[src/rtl/mem_bus_pkg.sv]
package mem_bus_pkg;

    localparam int DATA_WIDTH    = 32;
    localparam int ADDR_WIDTH    = 8;  // 256 words.
    localparam int TAG_IN_WIDTH  = 4;
    localparam int MAX_REQS_BITS = 2;  // Up to 4 requesters.

    typedef logic [DATA_WIDTH-1:0]                   data_t;
    typedef logic [ADDR_WIDTH-1:0]                   addr_t;
    typedef logic [DATA_WIDTH/8-1:0]                 byteen_t;
    typedef logic [TAG_IN_WIDTH-1:0]                 tag_in_t;
    typedef logic [TAG_IN_WIDTH+MAX_REQS_BITS-1:0]   tag_out_t;  // {tag, index}.

    typedef struct packed {
        tag_in_t tag;
        addr_t   addr;
        logic    rw;      // 1 is a write.
        byteen_t byteen;
        data_t   data;
    } core_req_t;

    typedef struct packed {
        tag_out_t tag;
        addr_t    addr;
        logic     rw;
        byteen_t  byteen;
        data_t    data;
    } mem_req_t;

    typedef struct packed {
        tag_in_t tag;
        data_t   data;
    } core_rsp_t;

    typedef struct packed {
        tag_out_t tag;
        data_t    data;
    } mem_rsp_t;

endpackage

[src/rtl/mem_arb.sv]
`timescale 1ns/10ps

module mem_arb #(
    parameter int NUM_REQUESTS = 3
) (
    input  logic                                       clk,
    input  logic                                       rst_n,

    input  logic [NUM_REQUESTS-1:0]                    core_req_valid,
    input  mem_bus_pkg::core_req_t [NUM_REQUESTS-1:0]  core_req,
    output logic [NUM_REQUESTS-1:0]                    core_req_ready,

    output logic [NUM_REQUESTS-1:0]                    core_rsp_valid,
    output mem_bus_pkg::core_rsp_t [NUM_REQUESTS-1:0]  core_rsp,
    input  logic [NUM_REQUESTS-1:0]                    core_rsp_ready,

    output logic                                       mem_req_valid,
    output mem_bus_pkg::mem_req_t                      mem_req,
    input  logic                                       mem_req_ready,

    input  logic                                       mem_rsp_valid,
    input  mem_bus_pkg::mem_rsp_t                      mem_rsp,
    output logic                                       mem_rsp_ready
);
    localparam int IDX_W = mem_bus_pkg::MAX_REQS_BITS;

    logic [NUM_REQUESTS-1:0] grant_onehot;
    logic [IDX_W-1:0]        grant_index;
    logic                    stall;
    logic                    any_req;
    mem_bus_pkg::core_req_t  sel_req;
    logic [IDX_W-1:0]        rsp_sel;

    assign stall   = mem_req_valid && !mem_req_ready;
    assign any_req = |core_req_valid;
    assign sel_req = core_req[grant_index];

    rr_arbiter #(
        .NUM_REQUESTS (NUM_REQUESTS)
    ) u_rr_arbiter (
        .clk          (clk),
        .rst_n        (rst_n),
        .requests     (core_req_valid),
        .advance      (any_req && !stall),
        .grant_onehot (grant_onehot),
        .grant_index  (grant_index)
    );

    always_ff @(posedge clk or negedge rst_n) begin
        if (!rst_n) begin
            mem_req_valid <= 1'b0;
        end else if (!stall) begin
            mem_req_valid <= any_req;
        end
    end

    // Held while the bank is not ready.
    always_ff @(posedge clk) begin
        if (!stall) begin
            mem_req.tag    <= {sel_req.tag, grant_index};  // Index in the low bits.
            mem_req.addr   <= sel_req.addr;
            mem_req.rw     <= sel_req.rw;
            mem_req.byteen <= sel_req.byteen;
            mem_req.data   <= sel_req.data;
        end
    end

    assign rsp_sel = mem_rsp.tag[IDX_W-1:0];

    for (genvar i = 0; i < NUM_REQUESTS; i++) begin : g_port
        assign core_req_ready[i] = grant_onehot[i] && !stall;
        assign core_rsp_valid[i] = mem_rsp_valid && (rsp_sel == IDX_W'(i));
        assign core_rsp[i]       = '{
            tag:  mem_rsp.tag[IDX_W +: mem_bus_pkg::TAG_IN_WIDTH],
            data: mem_rsp.data
        };
    end

    assign mem_rsp_ready = core_rsp_ready[rsp_sel];

endmodule

[src/rtl/rr_arbiter.sv]
`timescale 1ns/10ps

module rr_arbiter #(
    parameter int NUM_REQUESTS = 3
) (
    input  logic                                  clk,
    input  logic                                  rst_n,
    input  logic [NUM_REQUESTS-1:0]               requests,
    input  logic                                  advance,
    output logic [NUM_REQUESTS-1:0]               grant_onehot,
    output logic [mem_bus_pkg::MAX_REQS_BITS-1:0] grant_index
);
    localparam int IDX_W = mem_bus_pkg::MAX_REQS_BITS;

    logic [IDX_W-1:0] prio_ptr;

    // Scan from the far end so the slot nearest the pointer wins.
    always_comb begin
        int slot;
        grant_onehot = '0;
        grant_index  = '0;
        slot         = 0;
        for (int k = NUM_REQUESTS - 1; k >= 0; k--) begin
            slot = (int'(prio_ptr) + k) % NUM_REQUESTS;
            if (requests[slot]) begin
                grant_onehot       = '0;
                grant_onehot[slot] = 1'b1;
                grant_index        = slot[IDX_W-1:0];
            end
        end
    end

    always_ff @(posedge clk or negedge rst_n) begin
        if (!rst_n) begin
            prio_ptr <= '0;
        end else if (advance) begin
            if (grant_index == IDX_W'(NUM_REQUESTS - 1)) begin
                prio_ptr <= '0;  // Wrap.
            end else begin
                prio_ptr <= grant_index + 1'b1;
            end
        end
    end

endmodule

[config.mk]
export PLATFORM = sky130hd
export DESIGN_NAME = mem_arb
export DESIGN_NICKNAME = d
export VERILOG_FILES = /design/src/rtl/mem_bus_pkg.sv /design/src/rtl/mem_arb.sv /design/src/rtl/rr_arbiter.sv
export SDC_FILE = /design/constraint.sdc
export NUM_CORES = 1
export LEC_CHECK = 0
export BUFFER_PORTS_ARGS = -buffer_cell sky130_fd_sc_hd__buf_2
export CAP_MARGIN = 20
export CORE_AREA = 2 2 139 141
export DETAILED_ROUTE_END_ITERATION = 10
export DIE_AREA = 0 0 141 143
export GPL_ROUTABILITY_DRIVEN = 0
export PLACE_DENSITY = 0.57
export SYNTH_ARGS = -nofsm -noshare
export SYNTH_HDL_FRONTEND = slang
export SYNTH_HIERARCHICAL = 1
export SYNTH_SLANG_ARGS = --single-unit
[constraint.sdc]
create_clock -name clk -period 3.5 [get_ports clk]
set_clock_uncertainty 0.1 [all_clocks]
set_input_delay 0.7 -clock clk [delete_from_list [all_inputs] [get_ports clk]]
set_output_delay 0.7 -clock clk [all_outputs]
set_load 0.005 [all_outputs]
After elaboration in Yosys (flattened, before gate mapping)
Index checks and enable logic that the tools add are counted.

storage, ports and cells
  flip-flop bits (word level) = 54
  logic and storage cells = 65
  output and inout bits = 167
  input bits = 195

cells by class
  mux-type cells = 26
  add/sub/neg operators = 3
  equality and inequality tests = 3
  div/mod/pow operators = 3
  order comparisons = 8
  reduce and logical (&&, ||, !) cells = 15

operators by type and width
  cell                                                                           count
  49-bit binary-select mux with 2-bit select                                     1
  32-bit by 1-bit >= comparator with 1-bit output, second input constant         3
  32-bit by 4-bit less-than comparator with 1-bit output, second input constant  3
  32-bit by 3-bit modulo with 32-bit output, second input constant               2
  49-bit 2-to-1 mux                                                              1
  3-bit by 3-bit modulo with 32-bit output, second input constant                1
  1-bit logical AND                                                              11
  1-bit 2-to-1 mux                                                               10
  3-bit 2-to-1 mux                                                               3
  1-bit binary-select mux with 2-bit select                                      4
  2-bit 2-to-1 mux                                                               4
  1-bit demux with 2-bit select                                                  3
  2-bit by 3-bit less-than comparator with 1-bit output, second input constant   2
  2-bit == test, second input constant                                           2
  2-bit by 1-bit adder with 3-bit output, second input constant                  1
  2-bit by 2-bit adder with 3-bit output, second input constant                  1
  3-bit OR reduction                                                             1
  2-bit by 1-bit adder with 2-bit output, second input constant                  1
  2-bit by 1-bit == test with 1-bit output, second input constant                1
  1-bit zero test                                                                2
  2-bit zero test                                                                1

Depth between registers and ports, before layout
  word-level depth = 10
  mapped depth = 11
  mapped depth without buffers = 7

By module
The synthesis kept the hierarchy.

modules (own cells, without submodules)
  module      cells each  sequential area each (um^2)  area each (um^2)  times used
  mem_arb     289         1,556.5                      3,500.9           1
  rr_arbiter  44          50.0                         369.1             1

Worst setup path after synthesis
No wires, ideal clock.

  path type = input-to-output
  start point = in mem_req_ready
  end point = out core_req_ready[0]
  cell stages on the path = 2
  arrival time = 2.298 ns
  buffers on the path = 0
  data required time = 2.700 ns
  slack = 0.402 ns
  cells stage by stage = nand2b_1 and2_1

between the ends
  longest elaborated chain between the ends = 4

RTL lines
  what               line           RTL
  start, declared    mem_arb.sv:19  input logic mem_req_ready,
  1-bit zero test    mem_arb.sv:34  assign stall = mem_req_valid && !mem_req_ready;
  1-bit logical AND  mem_arb.sv:34
  1-bit zero test    mem_arb.sv:71  assign core_req_ready[i] = grant_onehot[i] && !stall;
  1-bit logical AND  mem_arb.sv:71
  end, declared      mem_arb.sv:11  output logic [NUM_REQUESTS-1:0] core_req_ready,

No other way between the ends.

==> impl_metrics.env <==
export IMPL_status="complete, no violations"
export IMPL_wl_um=12540
export IMPL_synth_nets=532
export IMPL_drv_cap=0
export IMPL_io_buffers=217
export IMPL_io_pins=362
export IMPL_final_core_util_pct=24.59
export IMPL_num_vias=2774
export IMPL_synthCells=333
export IMPL_hold_class="primary input to asynchronous set/reset pin"
export IMPL_vias_per_cell=4.116
export IMPL_cts_sinks=54
export IMPL_critPathMaxFanout=39
export IMPL_ys_warn_count=6
export IMPL_die_area_mm2=0.02016
export IMPL_cts_htree_levels=2
export IMPL_regArea_mm2=0.001607
export IMPL_cts_hold_repair_buffers=0
export IMPL_powerDensity_mw_per_mm2=738.5
export IMPL_slowest_delay_ns=0.97
export IMPL_tightestPinTransition_ns=1.068
export IMPL_postSynthAreaPerCell_um2=11.62
export IMPL_path_clk_slew_ns=0.08
export IMPL_drtIter0Drc=98
export IMPL_startpoint_type="flop"
export IMPL_hold_viol=0
export IMPL_worst_path_buf_inv=2
export IMPL_grt_max_degree=53
export IMPL_cp_data_required_time_ns=3.44
export IMPL_path_class="flop to flop"
export IMPL_dpl_cell_area_mm2=0.004399
export IMPL_firstDrtPassIters=4
export IMPL_detail_route_antenna_nets=0
export IMPL_grt_first_pass_wirelength_um=16990
export IMPL_overflow=0
export IMPL_clk_latency_ns=0.30
export IMPL_grt_pass1_vias=2670
export IMPL_relSlewSlack_pct=28.81
export IMPL_synth_area_mm2=0.003870
export IMPL_place_hpwl_um=10130
export IMPL_nFillCells=1964
export IMPL_synth_cell_types=34
export IMPL_cts_tree="yes"
export IMPL_async_flop_share_pct=5.556
export IMPL_multi_input_area_mm2=0.001338
export IMPL_crit_family="compound AO/OA/AOI/OAI gates"
export IMPL_ctsResizeCount=0
export IMPL_die_y_um=143
export IMPL_critPathSlowestCell="o31ai_4"
export IMPL_setup_viol=0
export IMPL_synth_seq_cells=54
export IMPL_core_region_area_mm2=0.01858
export IMPL_routedWlPerCell_um=18.60
export IMPL_cp_end_kind="flop"
export IMPL_finalSetupTns_ns=0
export IMPL_route_detailed_drc=0
export IMPL_ir_drop_uv=285.8
export IMPL_path_cells="inv_1, ha_1, a21boi_0, o31ai_4, buf_12, mux2i_1, o2bb2ai_1"
export IMPL_max_clock_freq_mhz=317.9
export IMPL_rsz0062_at_grt="false"
export IMPL_slew_viol_final=0
export IMPL_cts_inserted_buffers=5
export IMPL_synth_edf_count=51
export IMPL_grt_usage_pct=11.74
export IMPL_final_layout_size_suffix_gt1_share_pct=54.57
export IMPL_cp_arrival_ns=3.09
export IMPL_min_period_ns=3.146
export IMPL_area_delta_synth_final_pct=18.07
export IMPL_num_rows=50
export IMPL_die_w_um=141
export IMPL_leakage_nw=1.931
export IMPL_cts_setup_buffers=0
export IMPL_start_util_pct=20.83
export IMPL_fin_area_mm2=0.004569
export IMPL_synth_sequential_area_ratio_pct=41.51
export IMPL_clock_path_buffers=2
export IMPL_fin_nets=636
export IMPL_fin_crit_sh_pct=89.88
export IMPL_root_buffer="clkbuf_16"
export IMPL_antenna_found_initial=1
export IMPL_synth_top_flop_cell="edfxtp_1"
==> final cells by class <==
cell class                 count  area share, %
antenna                        2         0.1095
clock buffer                   5          2.738
clock inverter                 3         0.8762
inverter                       5         0.4107
multi-input combinational    148          29.27
sequential                    54          35.16
tap                          234          6.407
timing repair buffer         223          25.03
==> registers in the layout, summed over array words and instances (netlist names) <==
register and count:
mem_req 51, u_rr_arbiter/prio_ptr 2, mem_req_valid 1
==> report_power, final <==
part | switching [mW] | internal [mW]
Clock | 0.237 | 0.336
Combinational | 0.906 | 0.720
Sequential | 0.0747 | 1.10
Total | 1.22 | 2.16
==> path summary, 6_finish.rpt <==
| check | depth (start not counted) | from | slack, ns | endpoint |
|---|---|---|---|---|
| worst min register to register | 2 | u_rr_arbiter/prio_ptr[1] | 0.52 | u_rr_arbiter/prio_ptr[1] |
| worst min-delay path | 1 | rst_n | 0.08 | mem_req_valid |
| worst max-delay path | 7 | u_rr_arbiter/prio_ptr[0] | 0.35 | mem_req[39] |
| min in group clk | 2 | u_rr_arbiter/prio_ptr[1] | 0.52 | u_rr_arbiter/prio_ptr[1] |
| max in group asynchronous | 1 | rst_n | 3.12 | u_rr_arbiter/prio_ptr[0] |
| worst max register to register | 7 | u_rr_arbiter/prio_ptr[0] | 0.35 | mem_req[39] |
==> synthesized netlist by cell type (2+ instances only) <==
library cell  number  area, µm²
mux2_4             2      30.03
edfxtp_1          51       1531
o311a_1            2      20.02
inv_1              5      18.77
ha_1               4      50.05
and3b_1            2      17.52
nand3b_1           4      30.03
mux2i_1           52      520.5
o31ai_1            2      15.01
o21ai_2            2      17.52
buf_2              6      30.03
and2_1             3      18.77
buf_4            113      848.3
buf_8              2      30.03
o21ai_1            2      10.01
nand2_1            6      22.52
dfrtp_1            3      75.07
o2bb2ai_1         50      437.9
o21ai_0            2      10.01
a21oi_1            3      15.01
clkbuf_1           4      15.01
==> cell families after synthesis <==
family	Yosys count	synth area share, %
buffers and inverters	131	24.54
muxes	54	14.23
DFF	54	41.51
adders and majority gates	4	1.293
and+or+nand+nor	22	3.783
AOI/OAI and AO/OA	68	14.65
==> cell usage in the layout, fill, tap and decap left out, types with 3 or more instances in the layout <==
cell type    n
ha_1         4
clkbuf_16    5
a21oi_1      3
nand2_1      6
edfxtp_1    51
nand3b_1     4
and2_1       3
buf_4        5
mux2i_1     52
dfrtp_1      3
o2bb2ai_1   50
inv_1        5
buf_2      217
==> stage by stage <==
step | instances | hold slack, ns | power (mW) | worst slack (ns)
after floorplan | 333 | 0.3044 | 2.303 | 0.4022
after global placement | 664 | 0.4005 | 2.836 | 0.4060
after detailed placement | 664 | 0.4018 | 2.867 | 0.3342
after CTS | 672 | 0.06667 | 3.458 | 0.3306
after global routing | 672 | 0.06710 | 3.635 | 0.1185
final | 674 | 0.07745 | 3.375 | 0.3542
==> routing by layer <==
metal  part of all wire [%]  global-route usage, %  up-vias
li1                       -                      -     1339
met1                     36                  11.66     1185
met2                     49                  21.21      238
met3                     13                  6.204       10
met4                    1.3                  3.474        2
met5                   0.21                  1.003        -
(Power assumes the default switching activity.)
